===== src/periph_pkg.sv =====
// ####################################################################
// Peripheral subsystem shared definitions
// Bus structs, register maps and interrupt source numbering
// ####################################################################
package periph_pkg;

  typedef struct packed {
    logic        req;
    logic        we;
    logic [3:0]  be;
    logic [31:0] addr;
    logic [31:0] wdata;
  } obi_req_t;

  typedef struct packed {
    logic        gnt;
    logic        rvalid;
    logic        err;
    logic [31:0] rdata;
  } obi_resp_t;

  typedef struct packed {
    logic        valid;
    logic        write;
    logic [3:0]  wstrb;
    logic [31:0] addr;
    logic [31:0] wdata;
  } reg_req_t;

  typedef struct packed {
    logic        ready;
    logic        error;
    logic [31:0] rdata;
  } reg_rsp_t;

  // Address map
  localparam int NumPeriph    = 3;
  localparam int PeriphSelMsb = 11;
  localparam int PeriphSelLsb = 8;
  localparam int RegOffW      = 8;

  localparam logic [31:0] UnmappedRdata = 32'h0000_0000;

  typedef enum logic [1:0] {
    IDX_IRQ   = 2'd0,
    IDX_GPIO  = 2'd1,
    IDX_TIMER = 2'd2
  } periph_idx_e;

  typedef enum logic [RegOffW-1:0] {
    IRQ_PENDING = 8'h00,
    IRQ_ENABLE  = 8'h04,
    IRQ_CLAIM   = 8'h08,
    IRQ_MSIP    = 8'h0C
  } irq_reg_e;

  typedef enum logic [RegOffW-1:0] {
    GPIO_IN          = 8'h00,
    GPIO_OUT         = 8'h04,
    GPIO_OE          = 8'h08,
    GPIO_INTR_EN     = 8'h0C,
    GPIO_INTR_STATUS = 8'h10
  } gpio_reg_e;

  typedef enum logic [RegOffW-1:0] {
    TMR_CTRL  = 8'h00,
    TMR_MTIME = 8'h04,
    TMR_CMP0  = 8'h08,
    TMR_CMP1  = 8'h0C
  } timer_reg_e;

  // Interrupt sources
  localparam int NumGpio   = 8;
  localparam int NumExtIrq = 4;
  localparam int NumSrc    = 16;
  localparam int SrcIdW    = 4;

  // Sources 0 and 15 are tied to zero
  typedef enum logic [SrcIdW-1:0] {
    IRQ_TIMER0 = 4'd1,
    IRQ_GPIO0  = 4'd3,
    IRQ_EXT0   = 4'd11
  } irq_src_e;

  // Byte-lane merge of write data into a register
  function automatic logic [31:0] apply_wstrb(logic [31:0] cur, logic [31:0] wdata,
                                              logic [3:0] wstrb);
    logic [31:0] res;
    res = cur;
    for (int b = 0; b < 4; b++) begin
      if (wstrb[b]) begin
        res[8*b +: 8] = wdata[8*b +: 8];
      end
    end
    return res;
  endfunction

endpackage


===== src/obi_to_reg.sv =====
// ####################################################################
// OBI slave to register-bus bridge
// Response data and error come back one cycle after the grant
// ####################################################################
`timescale 1ns/100ps

module obi_to_reg (
  input  logic                  clk_i,
  input  logic                  rst_n_i,
  input  periph_pkg::obi_req_t  obi_req_i,
  output periph_pkg::obi_resp_t obi_resp_o,
  output periph_pkg::reg_req_t  reg_req_o,
  input  periph_pkg::reg_rsp_t  reg_rsp_i
);

  logic        rvalid_q;
  logic        err_q;
  logic [31:0] rdata_q;

  // No back-pressure, every request is granted at once
  always_comb begin
    reg_req_o.valid = obi_req_i.req;
    reg_req_o.write = obi_req_i.we;
    reg_req_o.wstrb = obi_req_i.be;
    reg_req_o.addr  = obi_req_i.addr;
    reg_req_o.wdata = obi_req_i.wdata;

    obi_resp_o.gnt    = obi_req_i.req;
    obi_resp_o.rvalid = rvalid_q;
    obi_resp_o.err    = err_q;
    obi_resp_o.rdata  = rdata_q;
  end

  always_ff @(posedge clk_i or negedge rst_n_i) begin
    if (!rst_n_i) begin
      rvalid_q <= 1'b0;
      err_q    <= 1'b0;
    end else begin
      rvalid_q <= obi_req_i.req;
      err_q    <= obi_req_i.req & reg_rsp_i.error;
    end
  end

  always_ff @(posedge clk_i) begin
    if (obi_req_i.req) begin
      rdata_q <= reg_rsp_i.rdata;
    end
  end

  assert property (@(posedge clk_i) disable iff (!rst_n_i)
    obi_resp_o.gnt |=> obi_resp_o.rvalid);

  // Peripherals answer in the request cycle
  assert property (@(posedge clk_i) disable iff (!rst_n_i)
    reg_req_o.valid |-> reg_rsp_i.ready);

endmodule


===== src/reg_decode_demux.sv =====
// ####################################################################
// Register-bus address decoder
// Steers requests by address bits 11:8, errors on unmapped selects
// ####################################################################
`timescale 1ns/100ps

module reg_decode_demux (
  input  periph_pkg::reg_req_t                       reg_req_i,
  output periph_pkg::reg_rsp_t                       reg_rsp_o,
  output periph_pkg::reg_req_t [periph_pkg::NumPeriph-1:0] periph_req_o,
  input  periph_pkg::reg_rsp_t [periph_pkg::NumPeriph-1:0] periph_rsp_i
);

  logic [periph_pkg::PeriphSelMsb-periph_pkg::PeriphSelLsb:0] sel;
  logic                                                       hit;
  periph_pkg::periph_idx_e                                    idx;
  logic [periph_pkg::NumPeriph-1:0]                           periph_valid;

  always_comb begin
    sel = reg_req_i.addr[periph_pkg::PeriphSelMsb:periph_pkg::PeriphSelLsb];
    hit = (sel < 4'(periph_pkg::NumPeriph));
    idx = periph_pkg::periph_idx_e'(sel[1:0]);

    // Payload goes everywhere, only the selected port sees valid
    for (int i = 0; i < periph_pkg::NumPeriph; i++) begin
      periph_req_o[i]       = reg_req_i;
      periph_req_o[i].valid = 1'b0;
    end
    if (hit) begin
      periph_req_o[idx].valid = reg_req_i.valid;
    end

    for (int i = 0; i < periph_pkg::NumPeriph; i++) begin
      periph_valid[i] = periph_req_o[i].valid;
    end

    if (hit) begin
      reg_rsp_o = periph_rsp_i[idx];
    end else begin
      reg_rsp_o.ready = 1'b1;
      reg_rsp_o.error = 1'b1;
      reg_rsp_o.rdata = periph_pkg::UnmappedRdata;
    end

    assert ($onehot0(periph_valid));
  end

endmodule


===== src/irq_ctrl.sv =====
// ####################################################################
// Interrupt controller
// Edge-captured sources with enable, claim and software interrupt
// ####################################################################
`timescale 1ns/100ps

module irq_ctrl (
  input  logic                              clk_i,
  input  logic                              rst_n_i,
  input  periph_pkg::reg_req_t              reg_req_i,
  output periph_pkg::reg_rsp_t              reg_rsp_o,
  input  logic [periph_pkg::NumSrc-1:0]     src_i,
  output logic                              irq_o,
  output logic                              msip_o,
  output logic [periph_pkg::SrcIdW-1:0]     irq_id_o
);

  logic [periph_pkg::NumSrc-1:0] src_live;
  logic [periph_pkg::NumSrc-1:0] src_q;
  logic [periph_pkg::NumSrc-1:0] src_rise;
  logic [periph_pkg::NumSrc-1:0] pending_q;
  logic [periph_pkg::NumSrc-1:0] enable_q;
  logic [periph_pkg::NumSrc-1:0] pend_en;
  logic [periph_pkg::NumSrc-1:0] claim_clr;
  logic [periph_pkg::SrcIdW-1:0] claim_id;
  logic [periph_pkg::SrcIdW-1:0] id_q;
  logic                          irq_q;
  logic                          msip_q;
  logic                          wr_en;
  logic                          claim_rd;
  periph_pkg::irq_reg_e          offset;

  // First and last source never fire
  always_comb begin
    src_live                       = src_i;
    src_live[0]                    = 1'b0;
    src_live[periph_pkg::NumSrc-1] = 1'b0;
  end

  assign src_rise = src_live & ~src_q;
  assign pend_en  = pending_q & enable_q;

  // Lowest numbered pending and enabled source
  always_comb begin
    claim_id = '0;
    for (int i = periph_pkg::NumSrc - 1; i > 0; i--) begin
      if (pend_en[i]) begin
        claim_id = periph_pkg::SrcIdW'(i);
      end
    end
  end

  assign offset   = periph_pkg::irq_reg_e'(reg_req_i.addr[periph_pkg::RegOffW-1:0]);
  assign wr_en    = reg_req_i.valid & reg_req_i.write;
  assign claim_rd = reg_req_i.valid & ~reg_req_i.write & (offset == periph_pkg::IRQ_CLAIM);

  always_comb begin
    claim_clr = '0;
    if (claim_rd) begin
      claim_clr[claim_id] = 1'b1;
    end
  end

  always_ff @(posedge clk_i or negedge rst_n_i) begin
    if (!rst_n_i) begin
      src_q     <= '0;
      pending_q <= '0;
      enable_q  <= '0;
      msip_q    <= 1'b0;
      irq_q     <= 1'b0;
      id_q      <= '0;
    end else begin
      src_q     <= src_live;
      // New edge wins over a claim in the same cycle
      pending_q <= (pending_q & ~claim_clr) | src_rise;
      irq_q     <= |pend_en;
      id_q      <= claim_id;
      if (wr_en && offset == periph_pkg::IRQ_ENABLE) begin
        enable_q <= periph_pkg::NumSrc'(periph_pkg::apply_wstrb(32'(enable_q),
                                        reg_req_i.wdata, reg_req_i.wstrb));
      end
      if (wr_en && offset == periph_pkg::IRQ_MSIP && reg_req_i.wstrb[0]) begin
        msip_q <= reg_req_i.wdata[0];
      end
    end
  end

  always_comb begin
    reg_rsp_o.ready = 1'b1;
    reg_rsp_o.error = 1'b0;
    reg_rsp_o.rdata = '0;
    case (offset)
      periph_pkg::IRQ_PENDING: reg_rsp_o.rdata = 32'(pending_q);
      periph_pkg::IRQ_ENABLE:  reg_rsp_o.rdata = 32'(enable_q);
      periph_pkg::IRQ_CLAIM:   reg_rsp_o.rdata = 32'(claim_id);
      periph_pkg::IRQ_MSIP:    reg_rsp_o.rdata = 32'(msip_q);
      default:                 reg_rsp_o.rdata = '0;
    endcase
  end

  assign irq_o    = irq_q;
  assign irq_id_o = id_q;
  assign msip_o   = msip_q;

  assert property (@(posedge clk_i) disable iff (!rst_n_i) irq_o |-> irq_id_o != '0);

endmodule


===== src/gpio.sv =====
// ####################################################################
// Eight-pin GPIO
// Output, output enable, synchronized input, rising-edge interrupts
// ####################################################################
`timescale 1ns/100ps

module gpio (
  input  logic                           clk_i,
  input  logic                           rst_n_i,
  input  periph_pkg::reg_req_t           reg_req_i,
  output periph_pkg::reg_rsp_t           reg_rsp_o,
  input  logic [periph_pkg::NumGpio-1:0] gpio_i,
  output logic [periph_pkg::NumGpio-1:0] gpio_o,
  output logic [periph_pkg::NumGpio-1:0] gpio_oe_o,
  output logic [periph_pkg::NumGpio-1:0] intr_o
);

  logic [periph_pkg::NumGpio-1:0] sync1_q;
  logic [periph_pkg::NumGpio-1:0] sync2_q;
  logic [periph_pkg::NumGpio-1:0] in_q;
  logic [periph_pkg::NumGpio-1:0] in_rise;
  logic [periph_pkg::NumGpio-1:0] out_q;
  logic [periph_pkg::NumGpio-1:0] oe_q;
  logic [periph_pkg::NumGpio-1:0] intr_en_q;
  logic [periph_pkg::NumGpio-1:0] status_q;
  logic [periph_pkg::NumGpio-1:0] status_clr;
  logic                           wr_lo;
  periph_pkg::gpio_reg_e          offset;

  assign offset  = periph_pkg::gpio_reg_e'(reg_req_i.addr[periph_pkg::RegOffW-1:0]);
  assign wr_lo   = reg_req_i.valid & reg_req_i.write & reg_req_i.wstrb[0];
  assign in_rise = sync2_q & ~in_q;

  // Write 1 to clear
  assign status_clr = (wr_lo && offset == periph_pkg::GPIO_INTR_STATUS) ?
                      reg_req_i.wdata[periph_pkg::NumGpio-1:0] : '0;

  always_ff @(posedge clk_i or negedge rst_n_i) begin
    if (!rst_n_i) begin
      sync1_q   <= '0;
      sync2_q   <= '0;
      in_q      <= '0;
      out_q     <= '0;
      oe_q      <= '0;
      intr_en_q <= '0;
      status_q  <= '0;
    end else begin
      sync1_q  <= gpio_i;
      sync2_q  <= sync1_q;
      in_q     <= sync2_q;
      status_q <= (status_q & ~status_clr) | in_rise;
      if (wr_lo) begin
        case (offset)
          periph_pkg::GPIO_OUT:     out_q     <= reg_req_i.wdata[periph_pkg::NumGpio-1:0];
          periph_pkg::GPIO_OE:      oe_q      <= reg_req_i.wdata[periph_pkg::NumGpio-1:0];
          periph_pkg::GPIO_INTR_EN: intr_en_q <= reg_req_i.wdata[periph_pkg::NumGpio-1:0];
          default: ;
        endcase
      end
    end
  end

  always_comb begin
    reg_rsp_o.ready = 1'b1;
    reg_rsp_o.error = 1'b0;
    case (offset)
      periph_pkg::GPIO_IN:          reg_rsp_o.rdata = 32'(sync2_q);
      periph_pkg::GPIO_OUT:         reg_rsp_o.rdata = 32'(out_q);
      periph_pkg::GPIO_OE:          reg_rsp_o.rdata = 32'(oe_q);
      periph_pkg::GPIO_INTR_EN:     reg_rsp_o.rdata = 32'(intr_en_q);
      periph_pkg::GPIO_INTR_STATUS: reg_rsp_o.rdata = 32'(status_q);
      default:                      reg_rsp_o.rdata = '0;
    endcase
  end

  assign gpio_o    = out_q;
  assign gpio_oe_o = oe_q;
  assign intr_o    = status_q & intr_en_q;

endmodule


===== src/cmp_timer.sv =====
// ####################################################################
// Compare timer
// Prescaled mtime counter with two level compare interrupts
// ####################################################################
`timescale 1ns/100ps

module cmp_timer (
  input  logic                 clk_i,
  input  logic                 rst_n_i,
  input  periph_pkg::reg_req_t reg_req_i,
  output periph_pkg::reg_rsp_t reg_rsp_o,
  output logic [1:0]           intr_o
);

  logic              en_q;
  logic [7:0]        presc_q;
  logic [7:0]        presc_cnt_q;
  logic [31:0]       mtime_q;
  logic [1:0][31:0]  cmp_q;
  logic [1:0]        intr_q;
  logic [31:0]       ctrl_rd;
  logic [31:0]       ctrl_wr;
  logic              tick;
  logic              wr_en;
  periph_pkg::timer_reg_e offset;

  assign offset  = periph_pkg::timer_reg_e'(reg_req_i.addr[periph_pkg::RegOffW-1:0]);
  assign wr_en   = reg_req_i.valid & reg_req_i.write;
  assign ctrl_rd = {16'h0000, presc_q, 7'h00, en_q};
  assign ctrl_wr = periph_pkg::apply_wstrb(ctrl_rd, reg_req_i.wdata, reg_req_i.wstrb);
  // One mtime step every prescale+1 cycles
  assign tick    = en_q & (presc_cnt_q == presc_q);

  always_ff @(posedge clk_i or negedge rst_n_i) begin
    if (!rst_n_i) begin
      en_q        <= 1'b0;
      presc_q     <= '0;
      presc_cnt_q <= '0;
      mtime_q     <= '0;
      cmp_q       <= '1;
      intr_q      <= '0;
    end else begin
      if (!en_q || tick) begin
        presc_cnt_q <= '0;
      end else begin
        presc_cnt_q <= presc_cnt_q + 8'd1;
      end
      // Software write beats the increment
      if (wr_en && offset == periph_pkg::TMR_MTIME) begin
        mtime_q <= periph_pkg::apply_wstrb(mtime_q, reg_req_i.wdata, reg_req_i.wstrb);
      end else if (tick) begin
        mtime_q <= mtime_q + 32'd1;
      end
      if (wr_en) begin
        case (offset)
          periph_pkg::TMR_CTRL: begin
            en_q    <= ctrl_wr[0];
            presc_q <= ctrl_wr[15:8];
          end
          periph_pkg::TMR_CMP0:
            cmp_q[0] <= periph_pkg::apply_wstrb(cmp_q[0], reg_req_i.wdata, reg_req_i.wstrb);
          periph_pkg::TMR_CMP1:
            cmp_q[1] <= periph_pkg::apply_wstrb(cmp_q[1], reg_req_i.wdata, reg_req_i.wstrb);
          default: ;
        endcase
      end
      for (int k = 0; k < 2; k++) begin
        intr_q[k] <= (mtime_q >= cmp_q[k]);
      end
    end
  end

  always_comb begin
    reg_rsp_o.ready = 1'b1;
    reg_rsp_o.error = 1'b0;
    case (offset)
      periph_pkg::TMR_CTRL:  reg_rsp_o.rdata = ctrl_rd;
      periph_pkg::TMR_MTIME: reg_rsp_o.rdata = mtime_q;
      periph_pkg::TMR_CMP0:  reg_rsp_o.rdata = cmp_q[0];
      periph_pkg::TMR_CMP1:  reg_rsp_o.rdata = cmp_q[1];
      default:               reg_rsp_o.rdata = '0;
    endcase
  end

  assign intr_o = intr_q;

endmodule


===== src/peripheral_subsystem.sv =====
// ####################################################################
// Peripheral subsystem top
// OBI bridge, decoder, interrupt controller, GPIO and compare timer
// ####################################################################
`timescale 1ns/100ps

module peripheral_subsystem (
  input  logic                             clk_i,
  input  logic                             rst_n_i,
  input  periph_pkg::obi_req_t             obi_req_i,
  output periph_pkg::obi_resp_t            obi_resp_o,
  input  logic [periph_pkg::NumExtIrq-1:0] irq_ext_i,
  output logic                             irq_o,
  output logic                             msip_o,
  input  logic [periph_pkg::NumGpio-1:0]   gpio_i,
  output logic [periph_pkg::NumGpio-1:0]   gpio_o,
  output logic [periph_pkg::NumGpio-1:0]   gpio_oe_o,
  output logic [1:0]                       timer_intr_o
);

  periph_pkg::reg_req_t                            periph_req;
  periph_pkg::reg_rsp_t                            periph_rsp;
  periph_pkg::reg_req_t [periph_pkg::NumPeriph-1:0] slv_req;
  periph_pkg::reg_rsp_t [periph_pkg::NumPeriph-1:0] slv_rsp;
  logic [periph_pkg::NumGpio-1:0]                  gpio_intr;
  logic [periph_pkg::NumSrc-1:0]                   intr_vector;

  // Sources 0 and 15 stay low
  always_comb begin
    intr_vector = '0;
    intr_vector[periph_pkg::IRQ_TIMER0 +: 2]                   = timer_intr_o;
    intr_vector[periph_pkg::IRQ_GPIO0 +: periph_pkg::NumGpio]  = gpio_intr;
    intr_vector[periph_pkg::IRQ_EXT0 +: periph_pkg::NumExtIrq] = irq_ext_i;
  end

  obi_to_reg obi_to_reg_i (
    .clk_i,
    .rst_n_i,
    .obi_req_i,
    .obi_resp_o,
    .reg_req_o (periph_req),
    .reg_rsp_i (periph_rsp)
  );

  reg_decode_demux reg_decode_demux_i (
    .reg_req_i    (periph_req),
    .reg_rsp_o    (periph_rsp),
    .periph_req_o (slv_req),
    .periph_rsp_i (slv_rsp)
  );

  irq_ctrl irq_ctrl_i (
    .clk_i,
    .rst_n_i,
    .reg_req_i (slv_req[periph_pkg::IDX_IRQ]),
    .reg_rsp_o (slv_rsp[periph_pkg::IDX_IRQ]),
    .src_i     (intr_vector),
    .irq_o,
    .msip_o,
    .irq_id_o  ()
  );

  gpio gpio_blk_i (
    .clk_i,
    .rst_n_i,
    .reg_req_i (slv_req[periph_pkg::IDX_GPIO]),
    .reg_rsp_o (slv_rsp[periph_pkg::IDX_GPIO]),
    .gpio_i,
    .gpio_o,
    .gpio_oe_o,
    .intr_o    (gpio_intr)
  );

  cmp_timer cmp_timer_i (
    .clk_i,
    .rst_n_i,
    .reg_req_i (slv_req[periph_pkg::IDX_TIMER]),
    .reg_rsp_o (slv_rsp[periph_pkg::IDX_TIMER]),
    .intr_o    (timer_intr_o)
  );

endmodule


===== config.mk =====
export PLATFORM = sky130hd
export DESIGN_NAME = peripheral_subsystem
export DESIGN_NICKNAME = d
export VERILOG_FILES = /design/src/periph_pkg.sv /design/src/obi_to_reg.sv /design/src/reg_decode_demux.sv /design/src/irq_ctrl.sv /design/src/gpio.sv /design/src/cmp_timer.sv /design/src/peripheral_subsystem.sv
export SDC_FILE = /design/constraint.sdc
export NUM_CORES = 1
export LEC_CHECK = 0
export BUFFER_PORTS_ARGS = -buffer_cell sky130_fd_sc_hd__buf_2
export CAP_MARGIN = 10
export CELL_PAD_IN_SITES_DETAIL_PLACEMENT = 0
export CELL_PAD_IN_SITES_GLOBAL_PLACEMENT = 1
export CORE_MARGIN = 3
export CORE_UTILIZATION = 25
export DETAILED_ROUTE_END_ITERATION = 6
export PLACE_DENSITY_LB_ADDON = 0.1
export RECOVER_POWER = 50
export SLEW_MARGIN = 30
export SYNTH_ARGS = -nofsm -noshare
export SYNTH_HDL_FRONTEND = slang
export SYNTH_SLANG_ARGS = --single-unit

===== constraint.sdc =====
create_clock -name clk_i -period 2.2 [get_ports clk_i]
set_input_delay 0.44 -clock clk_i [delete_from_list [all_inputs] [get_ports clk_i]]
set_output_delay 0.44 -clock clk_i [all_outputs]
set_load 0.01 [all_outputs]

# Word level (Yosys, flattened, before mapping)
# Cells that the tools add are included.
# totals
ff_bits	253
input_bits	84
out_inout_bits	55
word_cells	146
# classes
add_sub_neg	2
n_lt_le_gt_ge	7
n_eq_ne	15
n_mux	36
bitwise_logic	21
reduce_logical	33
# op_table
op	count
210-bit bitwise mux	1
210-bit two-way mux	1
70-bit demux with 2-bit select	1
32-bit one-hot mux with 4 select lines	1
70-bit two-way mux	1
34-bit binary-select mux with 2-bit select	1
33-bit two-way mux	2
32-bit greater-or-equal comparator	2
32-bit two-way mux	2
16-bit one-hot mux with 4 select lines	1
4-bit two-way mux	15
8-bit by 4-bit equality test with 1-bit output (second input constant)	6
8-bit two-way mux	6
8-bit one-hot mux with 5 select lines	1
32-bit by 1-bit adder with 32-bit output (second input constant)	1
16-bit bitwise AND	2
3-bit AND reduction	10
8-bit bitwise AND	3
8-bit by 3-bit equality test with 1-bit output (second input constant)	3
8-bit zero test	3
2-bit AND reduction	9
15-bit by 16-bit bitwise AND with 16-bit output	1
16-bit two-way mux	1
15-bit NOT with 16-bit output	1
22 further kinds	39

# Logic depth before layout (Yosys ltp)
# Gate-level depths: netlist (run 1).
# logic_depth
ltp_word	24
depth_mapped	9
ltp_nobuf	8

# Hierarchy
# From an unflattened synthesis (run 1), not the netlist that was laid out.
# hier_totals
cells_unflattened	1736
area_unflattened_um2	17175.2
# modules_own_cells
mod	n_inst	cells_per_inst	area_per_inst_um2	seq_area_each_um2
cmp_timer	1	798	7852.5	2957.8
irq_ctrl	1	248	2646.3	1301.2
gpio	1	211	2556.2	1401.3
reg_decode_demux	1	370	2551.2	0.0
obi_to_reg	1	108	1565.3	1011.0
peripheral_subsystem	1	1	3.8	0.0

# Worst setup path after synthesis (run 1)
# No wires, ideal clock.
# synth_timing
kind	input-to-reg
from	in obi_req_i[40] (netlist bit)
to	reg irq_ctrl_i.pending_q[13] (netlist bit)
setup_time_ps	130
t_arrival_ps	1995
required_time_ps	2070
slack_ps	75
path_stages	7
n_path_buf	1
cell_sequence	or4_1 buf_2 or3b_4 nor3_4 nand2_2 a21oi_1 o21ai_1
# synth_via
elab_chain_len	12
elab_cells_between_ends	16
cone_classes	3 x order compare; 1 x eq/ne; 5 x mux; 6 x bitwise; 1 x reduce/logical
# synth_lines
item	line	rtl
start, declared	peripheral_subsystem.sv:10	input periph_pkg::obi_req_t obi_req_i,
2-bit by 3-bit < comparator with 1-bit output (not written as such) / 2-bit by 1-bit greater-or-equal comparator with 1-bit output (equally long branches)	reg_decode_demux.sv:30	periph_req_o[idx].valid = reg_req_i.valid;
1-bit logical AND (not written as such)	reg_decode_demux.sv:30	
70-bit two-way mux (not written as such)	reg_decode_demux.sv:30	
70-bit demux with 2-bit select	--	
210-bit bitwise mux	reg_decode_demux.sv:30	
210-bit two-way mux (*)	reg_decode_demux.sv:29	if (hit) begin
1-bit bitwise AND	irq_ctrl.sv:55	assign claim_rd = reg_req_i.valid & ~reg_req_i.write & (offset == periph_pkg::IRQ_CLAIM);
1-bit bitwise AND (*)	irq_ctrl.sv:55	
16-bit two-way mux (*)	irq_ctrl.sv:59	if (claim_rd) begin
16-bit NOT (*)	irq_ctrl.sv:75	pending_q <= (pending_q & ~claim_clr) | src_rise;
16-bit bitwise AND (*)	irq_ctrl.sv:75	
16-bit OR (*)	irq_ctrl.sv:75	
end signal, assigned	irq_ctrl.sv:75	
end, declared	irq_ctrl.sv:21	logic [periph_pkg::NumSrc-1:0] pending_q;
# Every way passes the cells marked *; elsewhere a longest branch is shown, timed or not.
# A chain may end at the register's enable or synchronous reset.

# Worst setup path after layout (run 1)
# layout_timing
from	reg cmp_timer_i.presc_q[7]
to	reg cmp_timer_i.mtime_q[28]
# layout_via
elab_chain_len	4
# layout_lines
item	line	rtl
start, declared	cmp_timer.sv:16	logic [7:0] presc_q;
start signal, assigned	cmp_timer.sv:58	presc_q <= ctrl_wr[15:8];
8-bit equality test	cmp_timer.sv:32	assign tick = en_q & (presc_cnt_q == presc_q);
1-bit bitwise AND	cmp_timer.sv:32	
2-bit nonzero test (no source line)	--	
2-bit AND reduction (no source line)	--	
end signal, assigned	cmp_timer.sv:50	mtime_q <= periph_pkg::apply_wstrb(mtime_q, reg_req_i.wdata, reg_req_i.wstrb);
end signal, assigned	cmp_timer.sv:52	mtime_q <= mtime_q + 32'd1;
end, declared	cmp_timer.sv:18	logic [31:0] mtime_q;
# No other way between the ends.

==> results of run 1 <==
[registers in the layout, summed over array words and instances (netlist names), 2 cells and up]
register	flops
cmp_timer_i.presc_cnt_q	8
cmp_timer_i.intr_o	2
cmp_timer_i.presc_q	8
gpio_blk_i.intr_en_q	8
gpio_blk_i.gpio_o	8
gpio_blk_i.in_q	8
irq_ctrl_i.enable_q	16
obi_to_reg_i.rdata_q	32
irq_ctrl_i.pending_q	16
irq_ctrl_i.src_q	14
gpio_blk_i.status_q	8
gpio_blk_i.sync2_q	8
gpio_blk_i.sync1_q	8
cmp_timer_i.cmp_q	64
cmp_timer_i.mtime_q	32
gpio_blk_i.gpio_oe_o	8
[routing by layer]
layer  global-route usage (%)  part of all wire, %  vias to the layer above
met4                     4.40                  2.2                        0
met2                     27.7                   45                      228
met1                     25.9                   49                     5538
met5                        0                    0                        -
li1                         -                    -                     5528
met3                     3.09                  4.2                       60
[worst max-delay path: cells and delay by family (launching register included)]
kind / cells / cell delay [ns]
and+or+nand+nor: 3 / 0.85
DFF: 1 / 0.38
buffers and inverters: 2 / 0.35
AOI/OAI and AO/OA: 2 / 0.32
xor gates and xnor gates: 1 / 0.18
[worst min path at each step]
stage / startpoint / endpoint / depth (start not counted)
floorplan: rst_n_i / cmp_timer_i.en_q / 0
detailed placement: gpio_blk_i.sync1_q[2] / gpio_blk_i.sync2_q[2] / 0
CTS: obi_req_i[21] / cmp_timer_i.cmp_q[21] / 3
finish: obi_req_i[22] / cmp_timer_i.cmp_q[22] / 3
global placement: gpio_blk_i.sync1_q[0] / gpio_blk_i.sync2_q[0] / 0
global route: obi_req_i[16] / cmp_timer_i.cmp_q[16] / 3
[cells by family after synthesis]
family,count (synthesis),synth area share (%)
simple gates,441,16.0
compound gates,367,17.7
flops,253,48.8
buf+inv,149,4.44
mux,71,6.02
fa+ha+maj,66,6.13
xor+xnor,14,0.910
[timing repair]
action | 4_1_cts | 5_1_grt
pin swaps | 5 | 7
endpoints found under the setup margin | 10 | 19
setup buffers | 3 | 3
hold buffers | 13 | 0
resized for setup | 8 | 22
endpoints found under the hold margin | 46 | 0
[area by class of cell]
class | instances | area, um^2
inverter | 96 | 360
fill | 5529 | 35400
antenna | 1 | 2.50
sequential | 253 | 6570
timing repair buffer | 313 | 2250
clock buffer | 51 | 996
clock inverter | 10 | 101
tap | 688 | 861
multi-input combinational | 959 | 6440
[power groups by stage]
stage	registers, mW	clock network, mW	logic, mW
final	4.81	5.56	0.617
after global routing	4.82	5.94	0.683
after CTS	4.81	5.78	0.648
after detailed placement	4.90	0	0.626
after global placement	4.89	0	0.627
after floorplan	4.90	0	0.176
[metrics by stage]
stage / instances / setup WS, ns
final: 2371 / 0.000632
after detailed placement: 2290 / -0.229
after global placement: 2290 / -0.205
after CTS: 2367 / -0.00172
after global routing: 2370 / -0.132
after floorplan: 1361 / 0.0748
[cells in the final DEF, fill, tap and decap left out, types with 9 or more instances in the layout]
cell type,instances
clkbuf_1,15
a22o_1,12
nand4_1,16
nor2_1,82
dfstp_2,64
ha_1,65
o21ai_0,121
and2_1,9
xor2_1,11
a221o_1,10
nor3_1,17
inv_1,96
mux2i_1,9
a211oi_1,12
a22oi_1,38
mux2_2,60
clkbuf_16,35
buf_4,161
nand2b_1,11
a21oi_1,58
o21a_1,9
edfxtp_1,32
and3_1,13
nand2_1,194
dlygate4sd3_1,13
buf_12,13
a21o_1,10
dfrtp_1,157
o21ai_1,14
a221oi_1,14
nand3_1,33
buf_2,116
==> results.toml, run 1 <==
[outcome]
status = "finished, violations left"
violations = "max-capacitance violations, max-slew violations"

[setup_path]
crit_path_max_incr_delay_ns = 0.46
end_kind = "flip-flop"
worstReg2RegStart = "cmp_timer_i.presc_q[7]"
r2r_setup_slack_ns = 0.0006
critPathArrivalTime_ns = 2.62
crit_required_ns = 2.62
crit_type = "flip-flop to flip-flop"
crit_start = "cmp_timer_i.presc_q[7]"
cp_max_fo = 5
cp-start-kind = "flip-flop"
crit_path_end = "cmp_timer_i.mtime_q[28]"
cpMaxStageDelayCell = "or4_4"
reg2regPathDepth = 8
timing.critical_path.cells = "xor2_1, nor4_2, buf_4, nand4_1, buf_6, or4_4, o211ai_1, o311ai_1"
rr_endpoint = "cmp_timer_i.mtime_q[28]"

[clocking]
clk_latency_ns = 0.56
cts_sinks = 253
clkSlewWorstSetupHoldPaths_ns = 0.06
clk_path_buf_depth = 3
htreeDepth = 2
cts.root.buffer_cell = "clkbuf_16"
cts_buffers = 34
cts_tree = "done"

[place]
placed_area_um2 = 16200
finalWeightedCongestion = 0.822
dpl.hpwl_mm = 38.2
port_buffers = 118

[grt]
grt_antenna_before_repair = 1
grt_max_degree = 62
grt_use_total_pct = 17.9
grt_first_pass_wirelength_mm = 75.9
grt_pass1_vias = 11400
grt-ovfl-total = 0

[drt]
wire_per_inst_um = 21.2
drtPass1Iterations = 5
route.detailed.drc = 0
drtIter0Drc = 691
ant_nets = 0
vias = 11400
viasPerCell = 4.79
wl_mm = 50.4

[sta]
skew_ns = 0.0300
hold_viol_final = 0
hold_ws_ns = 0.143
fin_tns_setup_ns = 0
slew_viol_final = 61
fmax_mhz = 455
period_share_pct = 100
rsz0062_at_grt = "true"
finalSetupViolCount = 0
tightestPinTransition_ns = 1.65
relSlewSlack_pct = -10.0
layout_min_cycle_time_ns = 2.20

[flow_run]
drv_cap = 1

[cells_and_area]
finalInstanceArea_um2 = 17600
syn2layout_area_growth_pct = 30.4
final_nets = 1807
finish.utilization_pct = 33.2
drive_above_1_share_pct = 31.0

[synthesis]
yosys-top-cells-count = "195 x nand2_1, 157 x dfrtp_1, 125 x o21ai_0"
ys_ff_latch = 253
synth-edff-count = 32
synthCells = 1361
synth.avg_cell_area_um2 = 9.90
synth-async-reset-ratio_pct = 87.4
yosysTopAreaCell = "dfrtp_1"
syn_nets = 1511
synth_cell_types = 85
yosys_warnings = 0
ys_top_cells_by_area = "dfrtp_1 29%, dfstp_2 12%, edfxtp_1 7.1%"
synth_top_cell_area_share_pct = 29.2
ys_seq_area_share_pct = 48.8
netlist_area_um2 = 13500
synth_most_common_cell = "nand2_1"
synthFlopType = "dfrtp_1"

[die]
core-area_um2 = 53000
die_x_um = 238
initial_core_util_pct = 25.4
chipHeight_um = 238
ios = 139
fp-row-count = 84
die-area_um2 = 56700

[power]
comb_power_share_pct = 5.6
leakagePower_nw = 8.50
seq_power_share_pct = 43.8
p_int_mw = 8.27
p_sw_mw = 2.72
power_mw = 11.0
p_per_area_nw_per_um2 = 625
swShare_pct = 24.8
irDropWorstVdd_mv = 0.414
clock_power_share_pct = 50.6

[min_path]
hold_class = "input pin to flip-flop"
Power figures use the tool's default switching activity.
==> run 2: changes to the inputs <==
Settings changed: CORE_UTILIZATION 25 to 44, SYNTH_HIERARCHICAL set to 1.
==> results.toml, run 2 <==
[drt]
drtIter0Drc = 724
wire_per_inst_um = 20.7
drtPass1Iterations = 4
viasPerCell = 5.41
wl_mm = 47.5
vias = 12400
ant_nets = 0
route.detailed.drc = 0

[setup_path]
reg2regPathDepth = 9
end_kind = "flip-flop"
rr_endpoint = "obi_to_reg_i/rdata_q[2]"
timing.critical_path.cells = "buf_6, a211o_1, or2_4, nor3_4, nand3_2, or4_4, o31a_4, or2_4, or3_4, a211oi_2"
crit_path_max_incr_delay_ns = 0.44
crit_type = "input pin to flip-flop"
cpMaxStageDelayCell = "or4_4"
cpMostUsedCell = "or2_4"
r2r_setup_slack_ns = -0.04
cp-start-kind = "input pin"
crit_required_ns = 2.68
cp_max_fo = 4
critPathArrivalTime_ns = 2.84
worstReg2RegStart = "irq_ctrl_i/pending_q[14]"

[power]
irDropWorstVdd_mv = 0.530
power_mw = 14.1
leakagePower_nw = 8.76
p_per_area_nw_per_um2 = 709

[die]
die-area_um2 = 38600
core-area_um2 = 35700
fp-row-count = 69
die_x_um = 197
initial_core_util_pct = 44.8
ios = 139
chipHeight_um = 197

[synthesis]
netlist_area_um2 = 16000
synthCells = 1582
synth.avg_cell_area_um2 = 10.1
yosys_warnings = 6

[cells_and_area]
reg_top3 = "cmp_timer_i/cmp_q x64, cmp_timer_i/mtime_q x32, obi_to_reg_i/rdata_q x32"
syn2layout_area_growth_pct = 24.8
drive_above_1_share_pct = 43.1
diodes = 0
top_register = "cmp_timer_i/cmp_q"
mostFrequentLayoutCells = "234 x buf_4, 152 x dfrtp_1, 112 x buf_2, 105 x nand2_1, 91 x inv_1"
fillers = 3114
layout_commonest_cell = "buf_4"
final_nets = 1953
largest_reg_flops = 64

[place]
dpl.hpwl_mm = 35.4
finalWeightedCongestion = 0.871
port_buffers = 118

[sta]
hold_viol_final = 0
layout_setup_ws_ns = -0.161
slew_viol_final = 0
tightestPinTransition_ns = 1.12
relSlewSlack_pct = 25.3
skew_ns = 0.0217
layout_min_cycle_time_ns = 2.36
fmax_mhz = 424
finalSetupViolCount = 17
rsz0062_at_grt = "true"
hold_ws_ns = 0.165
period_share_pct = 107

[clocking]
cts_sinks = 253
clk_path_buf_depth = 3
htreeDepth = 1
clkSlewWorstSetupHoldPaths_ns = 0.06
clk_latency_ns = 0.58
cts_buffers = 30
cts_tree = "done"
cts.root.buffer_cell = "clkbuf_16"

[outcome]
violations = "negative setup slack"
status = "finished, violations left"

[min_path]
hold_end = "cmp_timer_i/cmp_q[48]"
worstHoldStart = "obi_req_i[16]"
holdPathStages = 2
hold_class = "input pin to flip-flop"

[grt]
grt_antenna_before_repair = 2
grt_pass1_vias = 12400
grt_max_degree = 84
grt_use_total_pct = 24.3
grt_first_pass_wirelength_mm = 73.3
grt-ovfl-total = 0

[flow_run]
drv_cap = 0
[run 2: power by group]
part / total, mW / leakage (nW) / switching, mW / internal [mW]
sequential: 5.28 / 2.87 / 0.295 / 4.98
combinational: 3.84 / 5.42 / 2.03 / 1.81
clock: 5.01 / 0.475 / 2.05 / 2.95
[run 2: what timing repair did]
item | CTS | global route
setup endpoints to repair | 38 | 69
resized for setup | 60 | 99
pin swaps | 26 | 43
endpoints found under the hold margin | 25 | 0
hold buffers | 13 | 0
buffers inserted | 20 | 19
[run 2: critical path: cells and delay by family]
kind	cells	cell delay, ns
compound gates	3	0.72
buf+inv	1	0.09
simple gates	6	1.58
[run 2: per-layer routing]
| metal | GRT usage, % | wire [um] | part of all wire, % |
|---|---|---|---|
| met1 | 35.3 | 22600 | 48 |
| met4 | 6.58 | 1290 | 2.7 |
| met3 | 2.85 | 1880 | 4.0 |
| met2 | 38.8 | 21700 | 46 |
| met5 | 0 | 12 | 0.025 |
[run 2: area by class of cell]
| class | count | area, um^2 | area share [%] |
|---|---|---|---|
| clock buffer | 38 | 811 | 4.07 |
| clock inverter | 18 | 185 | 0.929 |
| inverter | 94 | 355 | 1.78 |
| multi-input combinational | 1015 | 8330 | 41.8 |
| sequential | 253 | 6580 | 33.0 |
| tap | 461 | 577 | 2.89 |
| timing repair buffer | 409 | 3100 | 15.5 |
[run 2: how the worst max path moves through the flow]
stage / from / slack, ns / to / cells after the start
after floorplan: obi_req_i[40] / -1.05 / cmp_timer_i/mtime_q[9] / 14
after global placement: obi_req_i[40] / -0.84 / cmp_timer_i/mtime_q[0] / 12
after detailed placement: obi_req_i[40] / -0.93 / cmp_timer_i/mtime_q[9] / 10
after CTS: obi_req_i[41] / -0.14 / cmp_timer_i/mtime_q[9] / 10
after global routing: obi_req_i[41] / -0.19 / cmp_timer_i/mtime_q[9] / 10
final: obi_req_i[41] / -0.16 / cmp_timer_i/mtime_q[9] / 10
[run 2: metrics by stage]
| step | cells | worst slack [ns] | utilization [%] | instance area (um^2) | setup TNS [ns] |
|---|---|---|---|---|---|
| after floorplan | 1622 | -1.05 | - | 16600 | -66.89 |
| after global placement | 2186 | -0.835 | 50.2 | 17900 | -79.46 |
| after detailed placement | 2186 | -0.926 | 50.2 | 17900 | -79.96 |
| after CTS | 2273 | -0.139 | 54.4 | 19400 | -0.783 |
| after global routing | 2288 | -0.185 | 55.9 | 19900 | -1.99 |
| final | 2288 | -0.161 | 55.9 | 19900 | -0.572 |
